`src/hdl/mips_pkg.sv`:
```
`default_nettype none

package mips_pkg;

	localparam int IMEM_DEPTH = 64;
	localparam int DMEM_DEPTH = 64;

	typedef logic [31:0] word_t;
	typedef logic [4:0]  reg_addr_t;
	typedef logic [5:0]  imem_addr_t;
	typedef logic [5:0]  dmem_addr_t;

	// Opcodes of the supported subset
	typedef enum logic [5:0] {
		OP_RTYPE = 6'h00,
		OP_J     = 6'h02,
		OP_BEQ   = 6'h04,
		OP_ADDI  = 6'h08,
		OP_LW    = 6'h23,
		OP_SW    = 6'h2b
	} opcode_t;

	typedef enum logic [5:0] {
		FN_ADD = 6'h20,
		FN_SUB = 6'h22,
		FN_AND = 6'h24,
		FN_OR  = 6'h25,
		FN_SLT = 6'h2a
	} funct_t;

	typedef enum logic [2:0] {
		ALU_ADD,
		ALU_SUB,
		ALU_AND,
		ALU_OR,
		ALU_SLT
	} alu_op_t;

	// Source of an execute operand
	typedef enum logic [1:0] {
		FWD_RF  = 2'd0,
		FWD_MEM = 2'd1,
		FWD_WB  = 2'd2
	} fwd_sel_t;

	typedef struct packed {
		logic    reg_write;
		logic    mem_read;
		logic    mem_write;
		logic    mem_to_reg;
		logic    alu_src;
		logic    reg_dst;
		logic    branch;
		logic    jump;
		alu_op_t alu_op;
	} ctrl_t;

	typedef struct packed {
		word_t pc_plus1;
		word_t instr;
	} fd_t;

	typedef struct packed {
		ctrl_t      ctrl;
		word_t      pc_plus1;
		word_t      rs_val;
		word_t      rt_val;
		reg_addr_t  rs;
		reg_addr_t  rt;
		reg_addr_t  rd;
		word_t      imm;
		imem_addr_t jidx;
	} dx_t;

	typedef struct packed {
		ctrl_t     ctrl;
		word_t     alu_res;
		word_t     store_data;
		reg_addr_t dst;
	} xm_t;

	typedef struct packed {
		logic      reg_write;
		logic      mem_to_reg;
		word_t     alu_res;
		word_t     load_data;
		reg_addr_t dst;
	} mw_t;

endpackage

`default_nettype wire

```
`src/hdl/fwd_if.sv`:
```
`timescale 1ns/1ns
`default_nettype none

interface fwd_if;
	import mips_pkg::*;

	// Source registers of the instruction in execute
	reg_addr_t ex_rs;
	reg_addr_t ex_rt;

	// Operand selects computed by the hazard unit
	fwd_sel_t fwd_rs_sel;
	fwd_sel_t fwd_rt_sel;

	modport exe (output ex_rs, ex_rt, input fwd_rs_sel, fwd_rt_sel);
	modport haz (input ex_rs, ex_rt, output fwd_rs_sel, fwd_rt_sel);

endinterface

`default_nettype wire

```
`src/hdl/hazard_unit.sv`:
```
`timescale 1ns/1ns
`default_nettype none

module hazard_unit (
	input  mips_pkg::dx_t       dx_i,
	input  logic                ex_mem_read_i,
	input  mips_pkg::reg_addr_t ex_rt_i,
	input  mips_pkg::xm_t       xm_i,
	input  mips_pkg::mw_t       mw_i,
	input  logic                redirect_i,
	fwd_if.haz                  fwd,
	output logic                stall_o,
	output logic                flush_o
);
	import mips_pkg::*;

	// Memory stage first, then writeback, register 0 never forwards
	function automatic fwd_sel_t pick_src(reg_addr_t src, xm_t xm, mw_t mw);
		if (src != '0 && xm.ctrl.reg_write && xm.dst == src) begin
			return FWD_MEM;
		end
		if (src != '0 && mw.reg_write && mw.dst == src) begin
			return FWD_WB;
		end
		return FWD_RF;
	endfunction

	assign fwd.fwd_rs_sel = pick_src(fwd.ex_rs, xm_i, mw_i);
	assign fwd.fwd_rt_sel = pick_src(fwd.ex_rt, xm_i, mw_i);

	// Load in execute feeding the instruction being decoded
	assign stall_o = ex_mem_read_i && ex_rt_i != '0 &&
	                 (ex_rt_i == dx_i.rs || ex_rt_i == dx_i.rt);

	// Squash the two younger instructions on a taken branch or jump
	assign flush_o = redirect_i;

endmodule

`default_nettype wire

```
`src/flat_wrapper.sv`:
```
// flat-port wrapper written by rule: the top's interface ports become plain ports
module hazard_unit_flat import mips_pkg::*;
  (dx_i, ex_mem_read_i, ex_rt_i, xm_i, mw_i, redirect_i, stall_o, flush_o, fwd_ex_rs, fwd_ex_rt, fwd_fwd_rs_sel, fwd_fwd_rt_sel);
  fwd_if fwd_i ();
  input  mips_pkg::dx_t dx_i;
  input  logic ex_mem_read_i;
  input  mips_pkg::reg_addr_t ex_rt_i;
  input  mips_pkg::xm_t xm_i;
  input  mips_pkg::mw_t mw_i;
  input  logic redirect_i;
  output logic stall_o;
  output logic flush_o;
  input wire logic [$bits(fwd_i.ex_rs)-1:0] fwd_ex_rs;
  input wire logic [$bits(fwd_i.ex_rt)-1:0] fwd_ex_rt;
  output wire logic [$bits(fwd_i.fwd_rs_sel)-1:0] fwd_fwd_rs_sel;
  output wire logic [$bits(fwd_i.fwd_rt_sel)-1:0] fwd_fwd_rt_sel;
  assign fwd_i.ex_rs = fwd_ex_rs;
  assign fwd_i.ex_rt = fwd_ex_rt;
  assign fwd_fwd_rs_sel = fwd_i.fwd_rs_sel;
  assign fwd_fwd_rt_sel = fwd_i.fwd_rt_sel;
  hazard_unit u_core (.dx_i(dx_i), .ex_mem_read_i(ex_mem_read_i), .ex_rt_i(ex_rt_i), .xm_i(xm_i), .mw_i(mw_i), .redirect_i(redirect_i), .fwd(fwd_i), .stall_o(stall_o), .flush_o(flush_o));
endmodule
```
`config.mk`:
```
export PLATFORM = sky130hd
export DESIGN_NAME = hazard_unit_flat
export DESIGN_NICKNAME = d
export VERILOG_FILES = /design/src/hdl/mips_pkg.sv /design/src/hdl/fwd_if.sv /design/src/hdl/hazard_unit.sv /design/src/flat_wrapper.sv
export SDC_FILE = /design/constraint.sdc
export NUM_CORES = 1
export LEC_CHECK = 0
export ABC_CLOCK_PERIOD_IN_PS = 4000
export CAP_MARGIN = 20
export CORE_AREA = 2 2 128 130
export DETAILED_ROUTE_END_ITERATION = 7
export DIE_AREA = 0 0 130 132
export DONT_BUFFER_PORTS = 1
export GPL_TIMING_DRIVEN = 1
export PLACE_DENSITY = 0.3
export SLEW_MARGIN = 5
export SYNTH_ARGS = -nofsm -noshare
export SYNTH_HDL_FRONTEND = slang
export SYNTH_SLANG_ARGS = --single-unit
```
`constraint.sdc`:
```
create_clock -name vclk -period 4
set_input_delay 0.8 -clock vclk [all_inputs]
set_output_delay 0.8 -clock vclk [all_outputs]
set_load 0.05 [all_outputs]
```
Yosys cells after proc, flatten, opt, wreduce, memory -nomap -nowiden
Index checks and enable logic that the tools add are counted.
- output and inout bits: 6
- register bits after elaboration: 0
- input port bits: 328
- mux-type cells: 14
- equality and inequality tests: 6
- reductions and logical operators: 14
- operators with widths (operator ; count):
    == test 5 bit ; 6
    two-way mux 2 bit ; 8
    nonzero test 5 bit ; 3
    logical AND 1 bit ; 10
    two-way mux 1 bit ; 6
    logical OR 1 bit ; 1

Depth between registers and ports, before layout
Gate-level depths: netlist of run 1.
- word-level depth: 7
- depth in mapped cells: 4

Worst setup path after synthesis of run 1
No wires, ideal clock.
- kind: input port to output port
- start point: in fwd_ex_rs[1]
- end point: out fwd_fwd_rs_sel[1]
- stages on the path: 4
- arrival: 2581 ps
- path slack: 619 ps
- path buffers: 0
- cells stage by stage: or4_4 -> nor2_4 -> nor4_2 -> nor4_2
- cells in the longest elaborated chain, start to end: 7
- elaborated cells on any way between the ends: 13
- ends and longest elaborated chain (what ; line ; text):
    start: declaration ; flat_wrapper.sv:13 ; input wire logic [$bits(fwd_i.ex_rs)-1:0] fwd_ex_rs;
    nonzero test 5 bit ; hazard_unit.sv:19, hazard_unit.sv:22 ;
    logical AND 1 bit (2 in a row) ; hazard_unit.sv:22 ; if (src != '0 && mw.reg_write && mw.dst == src) begin
    two-way mux 1 bit (2 in a row) ; hazard_unit.sv:22 ;
    two-way mux 2 bit ; hazard_unit.sv:25 ; return FWD_RF;
    two-way mux 2 bit * ; hazard_unit.sv:22 ;
    end: declaration ; flat_wrapper.sv:15 ; output wire logic [$bits(fwd_i.fwd_rs_sel)-1:0] fwd_fwd_rs_sel;
Mark *: on every way between the ends. The rest lies on a longest branch, timed or not. The select of a mux whose other input is x is not followed.

Worst setup path in the final report of run 1
- start point: in fwd_ex_rt[0]
- end point: out fwd_fwd_rt_sel[1]
- cells in the longest elaborated chain, start to end: 7
- elaborated cells on any way between the ends: 13
- ends and longest elaborated chain (what ; line ; text):
    start: declaration ; flat_wrapper.sv:14 ; input wire logic [$bits(fwd_i.ex_rt)-1:0] fwd_ex_rt;
    nonzero test 5 bit ; hazard_unit.sv:19, hazard_unit.sv:22 ;
    logical AND 1 bit (2 in a row) ; hazard_unit.sv:22 ;
    two-way mux 1 bit (2 in a row) ; hazard_unit.sv:22 ;
    two-way mux 2 bit ; hazard_unit.sv:25 ;
    two-way mux 2 bit * ; hazard_unit.sv:22 ;
    end: declaration ; flat_wrapper.sv:16 ; output wire logic [$bits(fwd_i.fwd_rt_sel)-1:0] fwd_fwd_rt_sel;
Marked as above.

==> results of run 1 <==
==> cells in the mapped netlist <==
cell type | n | area (um^2)
nand3_1 | 2 | 10.01
nor3_1 | 2 | 10.01
nand4_1 | 4 | 25.02
a21oi_1 | 1 | 5.000
nor2_4 | 2 | 22.52
o21ai_0 | 1 | 5.000
nor4_2 | 4 | 50.05
xor2_1 | 10 | 87.58
nand2_1 | 2 | 7.510
xnor2_1 | 20 | 175.2
buf_4 | 1 | 7.510
or4_1 | 1 | 7.510
or4_4 | 2 | 22.52
==> final cells by class <==
type / count / area share [%]
multi-input combinational: 51 / 58.16
timing repair buffer: 5 / 5.102
tap: 216 / 36.73
==> worst max-delay path, stage by stage <==
cell	delay (ns)
or4_4	0.53
nor2_4	0.12
nor4_2	0.06
buf_4	0.19
nor4_2	0.27
buf_4	0.24
==> per-stage QoR <==
stage | utilization [%] | hold slack, ns
3_3_place_gp | 4.682 | 1.601
3_5_place_dp | 4.682 | 1.601
6_report | 4.682 | 1.600
5_1_grt | 4.682 | 1.600
2_1_floorplan | - | 1.767
4_1_cts | 4.682 | 1.601
==> report_power, final <==
part	total [mW]	leakage (nW)	switching (mW)	internal, mW
Combinational	0.0396	0.138	0.0165	0.0231
Sequential	0	0	0	0
Clock	0	0	0	0
Total	0.0396	0.138	0.0165	0.0231
==> cell families (layout without fill, tap and decap cells) <==
| kind of cell | Yosys count | in the layout | synth area share [%] |
|---|---|---|---|
| xor gates and xnor gates | 30 | 30 | 60.34 |
| and+or+nand+nor | 19 | 19 | 35.63 |
| AOI/OAI and AO/OA | 2 | 2 | 2.297 |
| buffers and inverters | 1 | 5 | 1.725 |
==> how the worst max path moves through the flow <==
stage	startpoint	end	slack [ns]	cells past startpoint
2_1_floorplan	fwd_ex_rs[1]	fwd_fwd_rs_sel[1]	0.62	4
3_3_place_gp	fwd_ex_rs[1]	fwd_fwd_rs_sel[1]	1.02	6
3_5_place_dp	fwd_ex_rt[0]	fwd_fwd_rt_sel[1]	1.01	6
4_1_cts	fwd_ex_rs[1]	fwd_fwd_rs_sel[1]	1.01	6
5_1_grt	fwd_ex_rt[0]	fwd_fwd_rt_sel[1]	0.93	6
6_report	fwd_ex_rt[0]	fwd_fwd_rt_sel[1]	1.0	6
==> per-layer routing <==
metal / track usage, % / share of wire (%) / vias to the layer above
met4: 0 / 0 / 0
met3: 0.3653 / 19 / 0
li1: - / - / 191
met5: 0 / 0 / -
met1: 0.6102 / 27 / 162
met2: 2.560 / 54 / 46
==> key figures, run 1 <==
Power and ir drop
  • Pwr dens: around 54 nW/um^2
  • Leak pwr: 0.1375 nW
  • Power, Total: 39.56 uW
  • VDD IR max: 0.00002330 V

Finish
  • Fill cells: 1862
  • Multi-input logic area: 427.9 um^2
  • Commonest non-fill, non-tap cell in the layout: xnor2_1
  • Seq cells: 0
  • Register area: 0 um^2
  • Clock buffers: 0
  • Commonest non-fill, non-tap cells in the layout: xnor2_1, xor2_1, buf_4
  • Antenna cells: 0
  • Nets: approximately 390
  • Area delta synth->final: 68.97%
  • Finished Cell Area: roughly 740 um^2
  • Layout cells sized above 1: between 20% and 30%
  • Fin cells: approximately 270

Routing
  • Via Count: 399
  • DRT Wirelength: 1083 um
  • Iteration-0 DRC Markers: 4
  • TritonRoute pass-1 iters: 2
  • # DRC: 0
  • Wire per inst: 3.982 um
  • Antenna-violating nets left: 0
  • Vias/cell: 1.467

Timing
  • Slew HR: 85.66%
  • Max-slew violation count: 0
  • Setup TNS: 0 ns
  • RSZ-0062 raised after global routing: false
  • Final Hold Viols: 0
  • Endpoints failing setup: 0
  • Worst Tran Pin Value: 0.2134 ns
  • Top achievable clock speed: between 300 and 400 MHz
  • Fin crit period: 3.004 ns
  • Setup WS post-layout: roughly 1.0 ns
  • Period utilisation layout: 75.09%

Worst hold path
  • WHS Endpoint: flush_o
  • Hold Crit Start: redirect_i
  • Hold crit path type: primary input to primary output
  • WHS Path Cells: 0

Global route
  • GRT Total Usage: ~1.0%
  • First-pass GRT wire length: roughly 1500 um
  • Largest net degree at the start of global routing: 4
  • Vias in the first global route: 445
  • Total global routing overflow: 0
  • Initial antenna violation count: 0

Synth
  • Distinct cells, synth: 13
  • Synthesized area: roughly 440 um^2
  • Syn_nets: 380
  • Ys Warns: 0
  • Post-synthesis cell count: 52
  • Avg Inst Size Synth: between 8 and 9 um^2
  • Share of the yosys chip area belonging to registers: 0%

Setup path
  • Max FO, Critical Path: 3
  • WP data arrival: 2.20 ns
  • CP Capture Type: primary output
  • WP data required: between 3 and 4 ns
  • Critical Path Source Type: primary input
  • Kind of critical path: primary input to primary output

CTS
  • Post-cts sizing count: 0
  • CTS Hold Bufs: 0
  • Setup bufs post-CTS: 0

Floorplanning
  • Initial Util: 2.771%
  • Num ports: between 300 and 400
  • Core area: around 16000 um^2
  • FP Rows: 46
  • Die X: 130 um
  • Die height: approximately 130 um
  • Die area: about 17000 um^2

Job
  • Max-cap violations: 0

Placement
  • Post-DP Area: 735.7 um^2
  • Post-Place Cells: ~270
  • DP Worst Slack: around 1.0 ns
  • GP Congestion: about 0.62
  • Final HPWL DP: just over 1000 um
  • Port Buffers: 0

Run status
  • Status: finished, final reports clean
Power figures use the tool's default switching activity.
==> run 2: changes to the inputs <==
--- a/config.mk
+++ b/config.mk
@@ -5,7 +5,7 @@
 export SDC_FILE = /design/constraint.sdc
 export NUM_CORES = 1
 export LEC_CHECK = 0
-export ABC_CLOCK_PERIOD_IN_PS = 4000
+export ABC_CLOCK_PERIOD_IN_PS = 2900
 export CAP_MARGIN = 20
 export CORE_AREA = 2 2 128 130
 export DETAILED_ROUTE_END_ITERATION = 7
==> constraint.sdc (replaced) <==
create_clock -name vclk -period 2.9
set_input_delay 0.58 -clock vclk [all_inputs]
set_output_delay 0.58 -clock vclk [all_outputs]
set_load 0.05 [all_outputs]
==> key figures, run 2 (synthesized netlist as in run 1, its figures left out) <==
Run status
  • Status: finished, final reports clean

Timing
  • Slew HR: 73.91% (-12 points)
  • Setup TNS: 0 ns (unchanged)
  • Top achievable clock speed: 420.3 MHz
  • Fin crit period: 2.379 ns
  • Endpoints failing setup: 0 (unchanged)
  • RSZ-0062 raised after global routing: false
  • Max-slew violation count: 0 (unchanged)
  • Period utilisation layout: 82.04%
  • Final Hold Viols: 0 (unchanged)
  • Worst Tran Pin Value: 0.3881 ns (+0.1747 ns)

Setup path
  • WP data arrival: 1.80 ns (-0.40 ns)
  • CP Capture Point: fwd_fwd_rt_sel[1]
  • CP Capture Type: primary output
  • Worst Setup SP: fwd_ex_rt[0]
  • Max FO, Critical Path: 3 (unchanged)
  • Critical Path Source Type: primary input
  • WP data required: 2.32 ns (-0.88 ns)
  • Kind of critical path: primary input to primary output

Finish
  • Layout cells sized above 1: 23.21% (unchanged)
  • Area delta synth->final: 72.99%
  • Seq cells: 0 (unchanged)
  • Fill cells: 1859 (-0.16%)
  • Nets: 386 (unchanged)
  • Commonest non-fill, non-tap cell in the layout: xnor2_1
  • Register area: 0 um^2 (unchanged)
  • Commonest non-fill, non-tap cells in the layout: xnor2_1, xor2_1, buf_4
  • Antenna cells: 0 (unchanged)
  • Clock buffers: 0 (unchanged)

Floorplanning
  • Initial Util: 2.771% (unchanged)
  • Die area: 17160 um^2 (unchanged)
  • FP Rows: 46 (unchanged)
  • Num ports: 334 (unchanged)
  • Die X: 130 um (unchanged)
  • Core area: 15710 um^2 (unchanged)
  • Die height: 132 um (unchanged)

Global route
  • Busiest grt layer: met2
  • Total global routing overflow: 0 (unchanged)
  • Largest net degree at the start of global routing: 4 (unchanged)
  • First-pass GRT wire length: 1504 um (-0.46%)
  • GR Layer Usage met2: 2.269% (-0.29 points)
  • Met1 usage: 0.7078% (+0.098 points)
  • GRT Total Usage: 0.9989% (-0.017 points)
  • Vias in the first global route: 467 (+4.9%)
  • GR Util met3: 0.5276% (+0.16 points)
  • Initial antenna violation count: 0 (unchanged)

Routing
  • # DRC: 0 (unchanged)
  • Vias/cell: 1.471 (+0.25%)
  • Wire per inst: 3.904 um (-1.9%)
  • TritonRoute pass-1 iters: 2 (unchanged)
  • DRT Wirelength: 1062 um (-1.9%)
  • Via Count: 400 (+0.25%)
  • Iteration-0 DRC Markers: 4 (unchanged)
  • Antenna-violating nets left: 0 (unchanged)

Worst hold path
  • Hold Crit Start: redirect_i
  • Hold crit path type: primary input to primary output

Power and ir drop
  • Pwr dens: 75.74 nW/um^2 (+41%)
  • VDD IR max: 0.00002842 V (+22%)
  • Leak pwr: 0.1380 nW (+0.36%)
  • Power, Total: 57.05 uW (+44%)

Placement
  • GP Congestion: 0.6199 (-0.66%)
  • Port Buffers: 0 (unchanged)

CTS
  • CTS Hold Bufs: 0 (unchanged)
  • Post-cts sizing count: 0 (unchanged)
  • Setup bufs post-CTS: 0 (unchanged)

Job
  • Max-cap violations: 0 (unchanged)
==> run 2: cell count changes in the layout (fill, tap and decap cells not counted) <==
cell,previous run,this run
nor4_2,4,2
nor4_4,0,2
==> run 2: layout make-up <==
type | count | area (um^2) | share of cell area (%)
tap | 216 | 270.3 | 35.88
multi-input combinational | 51 | 445.4 | 59.14
timing repair buffer | 5 | 37.54 | 4.983
==> run 2: worst min-delay path by stage <==
stage	end	slack (ns)	cells after the start
6_report	flush_o	1.16	0
5_1_grt	flush_o	1.16	0
4_1_cts	flush_o	1.16	0
2_1_floorplan	flush_o	1.33	1
3_5_place_dp	flush_o	1.16	0
3_3_place_gp	flush_o	1.16	0
==> run 2: metal layers <==
| layer | routed length (um) | vias to the layer above | share of wire, % |
|---|---|---|---|
| met5 | 0 | - | 0 |
| met4 | 0 | 0 | 0 |
| met3 | 267 | 0 | 25 |
| met2 | 477 | 44 | 45 |
| met1 | 316 | 165 | 30 |
| li1 | - | 191 | - |
==> run 2: critical path, stage by stage <==
cell    delay (ns)
or4_4         0.53
nor2_4        0.13
nor4_2        0.08
nor4_4        0.24
buf_4         0.23
==> run 2: stage by stage <==
| stage | util, % | hold slack (ns) | cells | area, um^2 | setup slack, ns |
|---|---|---|---|---|---|
| final | 4.794 | 1.160 | 272 | 753.2 | 0.5210 |
| after global routing | 4.794 | 1.160 | 272 | 753.2 | 0.4422 |
| after CTS | 4.794 | 1.161 | 272 | 753.2 | 0.5036 |
| after detailed placement | 4.794 | 1.161 | 272 | 753.2 | 0.5050 |
| after global placement | 4.794 | 1.161 | 272 | 753.2 | 0.5175 |
| after floorplan | - | 1.327 | 52 | 452.9 | 0.2154 |
==> run 2: where the power goes <==
part / total, mW / switching [mW] / internal (mW)
Sequential: 0 / 0 / 0
Clock: 0 / 0 / 0
Combinational: 0.0570 / 0.0249 / 0.0321
==> run 3: changes to the inputs <==
--- a/config.mk
+++ b/config.mk
@@ -5,7 +5,8 @@
 export SDC_FILE = /design/constraint.sdc
 export NUM_CORES = 1
 export LEC_CHECK = 0
-export ABC_CLOCK_PERIOD_IN_PS = 2900
+export ABC_AREA = 1
+export ABC_CLOCK_PERIOD_IN_PS = 1980
 export CAP_MARGIN = 20
 export CORE_AREA = 2 2 128 130
 export DETAILED_ROUTE_END_ITERATION = 7
==> constraint.sdc (replaced) <==
create_clock -name vclk -period 1.98
set_input_delay 0.396 -clock vclk [all_inputs]
set_output_delay 0.396 -clock vclk [all_outputs]
set_load 0.05 [all_outputs]
==> key figures, run 3 <==
Worst hold path
  • WHS Path Cells: 0 (unchanged)
  • WHS Endpoint: flush_o
  • Hold crit path type: primary input to primary output
  • Hold Crit Start: redirect_i

Floorplanning
  • Die area: 17160 um^2 (unchanged)
  • FP Rows: 46 (unchanged)
  • Initial Util: 3.679% (+0.91 points)
  • Die height: 132 um (unchanged)
  • Die X: 130 um (unchanged)
  • Core area: 15710 um^2 (unchanged)
  • Num ports: 334 (unchanged)

Global route
  • Vias in the first global route: 745 (+60%)
  • First-pass GRT wire length: 3394 um (+130%)
  • Initial antenna violation count: 0 (unchanged)
  • Largest net degree at the start of global routing: 5 (+1)
  • GRT Total Usage: 2.497% (+1.5 points)
  • Total global routing overflow: 0 (unchanged)

Setup path
  • Top Family by Delay on Critical Path: simple AND/OR/NAND/NOR gates
  • Kind of critical path: primary input to primary output
  • Max FO, Critical Path: 3 (unchanged)
  • CP Capture Type: primary output
  • WP buf/inv: 2 (+1)
  • Worst path cell trace: inv_1, nand2_1, nand2_1, nor2_1, nand3b_1, nor2_2, nor2_1, buf_4
  • Slowest CP cell: buf_4
  • WP data required: 1.58 ns (-0.74 ns)
  • Critical Path Source Type: primary input
  • Slowest stage delay, CP: 0.18 ns (-0.35 ns)
  • WP data arrival: 1.12 ns (-0.68 ns)

Finish
  • Nets: 463 (+20%)
  • Layout cells sized above 1: 16.54% (-6.7 points)
  • Seq cells: 0 (unchanged)
  • Fill cells: 1890 (+1.7%)
  • Commonest non-fill, non-tap cell in the layout: nand2_1
  • Commonest non-fill, non-tap cells in the layout: nand2_1, inv_1, nor2_1
  • Clock buffers: 0 (unchanged)
  • Register area: 0 um^2 (unchanged)
  • Antenna cells: 0 (unchanged)
  • Multi-input logic area: 457.9 um^2 (+2.8%)
  • Area delta synth->final: 51.95%

Synth
  • Avg Inst Size Synth: 4.481 um^2 (-46%)
  • Top cell type's share of synthesized area: 33.12% (-7.1 points)
  • Syn_nets: 457 (+20%)
  • Synthesized area: 578.1 um^2 (+33%)
  • Post-synthesis cell count: 129 (+150%)
  • Share of the yosys chip area belonging to registers: 0% (unchanged)
  • Most common cell in the netlist: nand2_1
  • Distinct cells, synth: 17 (+4)
  • Most frequent cells after synthesis: nand2_1, inv_1, nor2_1
  • Top post-synthesis cells by area: nand2_1, inv_1, nor2_1, xnor2_1, inv_2
  • Largest area contributor in the netlist: nand2_1
  • Ys Warns: 0 (unchanged)

Routing
  • Iteration-0 DRC Markers: 14 (+10)
  • # DRC: 0 (unchanged)
  • Antenna-violating nets left: 0 (unchanged)
  • Vias/cell: 2.069 (+41%)
  • Wire per inst: 6.487 um (+66%)
  • Via Count: 722 (+81%)
  • DRT Wirelength: 2264 um (+110%)
  • TritonRoute pass-1 iters: 4 (+2)

Run status
  • Status: finished, final reports clean

CTS
  • Setup bufs post-CTS: 0 (unchanged)
  • Post-cts sizing count: 0 (unchanged)
  • CTS Hold Bufs: 0 (unchanged)

Placement
  • DP Worst Slack: 0.4493 ns (-0.05569 ns)
  • Final HPWL DP: approximately 2200 um
  • Port Buffers: 0 (unchanged)
  • GP Congestion: 0.7440 (+20%)

Timing
  • Top achievable clock speed: between 600 and 700 MHz
  • Period utilisation layout: roughly three quarters
  • Slew HR: 83.74% (+9.8 points)
  • Max-slew violation count: 0 (unchanged)
  • Setup TNS: 0 ns (unchanged)
  • Worst Tran Pin Value: 0.2428 ns (-0.1452 ns)
  • RSZ-0062 raised after global routing: false
  • Endpoints failing setup: 0 (unchanged)
  • Setup WS post-layout: 0.4687 ns (-0.05222 ns)
  • Fin crit period: ~1.5 ns
  • Final Hold Viols: 0 (unchanged)

Power and ir drop
  • Power, Total: 105.6 uW (+85%)
  • Leak pwr: 0.3872 nW (+180%)
  • Pwr dens: 120.3 nW/um^2 (+59%)
  • VDD IR max: 0.00003903 V (+37%)

Job
  • Max-cap violations: 0 (unchanged)
[run 3: cell count changes in the layout (fill, tap and decap cells not counted), sizes merged, moves of 8 or more]
cell   previous run  this run
xor2             10         2
xnor2            20         6
inv               0        30
nor2              2        19
nand2             2        51
[run 3: power by group]
group	internal [mW]	switching, mW	leakage, nW
registers	0	0	0
logic	0.0467	0.0590	0.387
clock network	0	0	0
total	0.0467	0.0590	0.387
[run 3: per-stage QoR]
stage,instances,area (um^2),utilization [%],hold slack [ns]
after detailed placement,349,878.3,5.590,0.7926
after floorplan,129,578.1,-,0.9591
after global placement,349,878.3,5.590,0.7926
after global routing,349,878.3,5.590,0.7921
after CTS,349,878.3,5.590,0.7926
final,349,878.3,5.590,0.7920
[run 3: area by class of cell]
class | count | area share [%]
multi-input cells | 98 | 52.14
well taps | 216 | 30.77
inverters | 30 | 12.82
repair buffers | 5 | 4.274
[run 3: cells by family (layout without fill, tap and decap cells)]
group / count (synthesis) / in the layout / synth area share, %
and+or+nand+nor: 80 / 80 / 57.14
buffers and inverters: 31 / 35 / 20.78
AOI/OAI and AO/OA: 10 / 10 / 9.956
xor gates and xnor gates: 8 / 8 / 12.12
[run 3: worst max-delay path by stage]
| stage | startpoint | end | slack [ns] | depth (start not counted) |
|---|---|---|---|---|
| floorplan | fwd_ex_rt[4] | fwd_fwd_rt_sel[1] | 0.05 | 7 |
| global placement | xm_i[3] | fwd_fwd_rs_sel[1] | 0.47 | 8 |
| finish | xm_i[3] | fwd_fwd_rs_sel[1] | 0.47 | 8 |
| CTS | xm_i[3] | fwd_fwd_rs_sel[1] | 0.45 | 8 |
| detailed placement | xm_i[3] | fwd_fwd_rs_sel[1] | 0.45 | 8 |
| global route | fwd_ex_rs[1] | fwd_fwd_rs_sel[1] | 0.30 | 8 |
[run 3: per-layer routing]
| metal | track usage, % | vias to the layer above | part of all wire [%] |
|---|---|---|---|
| li1 | - | 392 | - |
| met3 | 3.247 | 0 | 35 |
| met5 | 0 | - | 0 |
| met1 | 2.343 | 280 | 33 |
| met4 | 0.05974 | 0 | 0 |
| met2 | 3.578 | 50 | 32 |
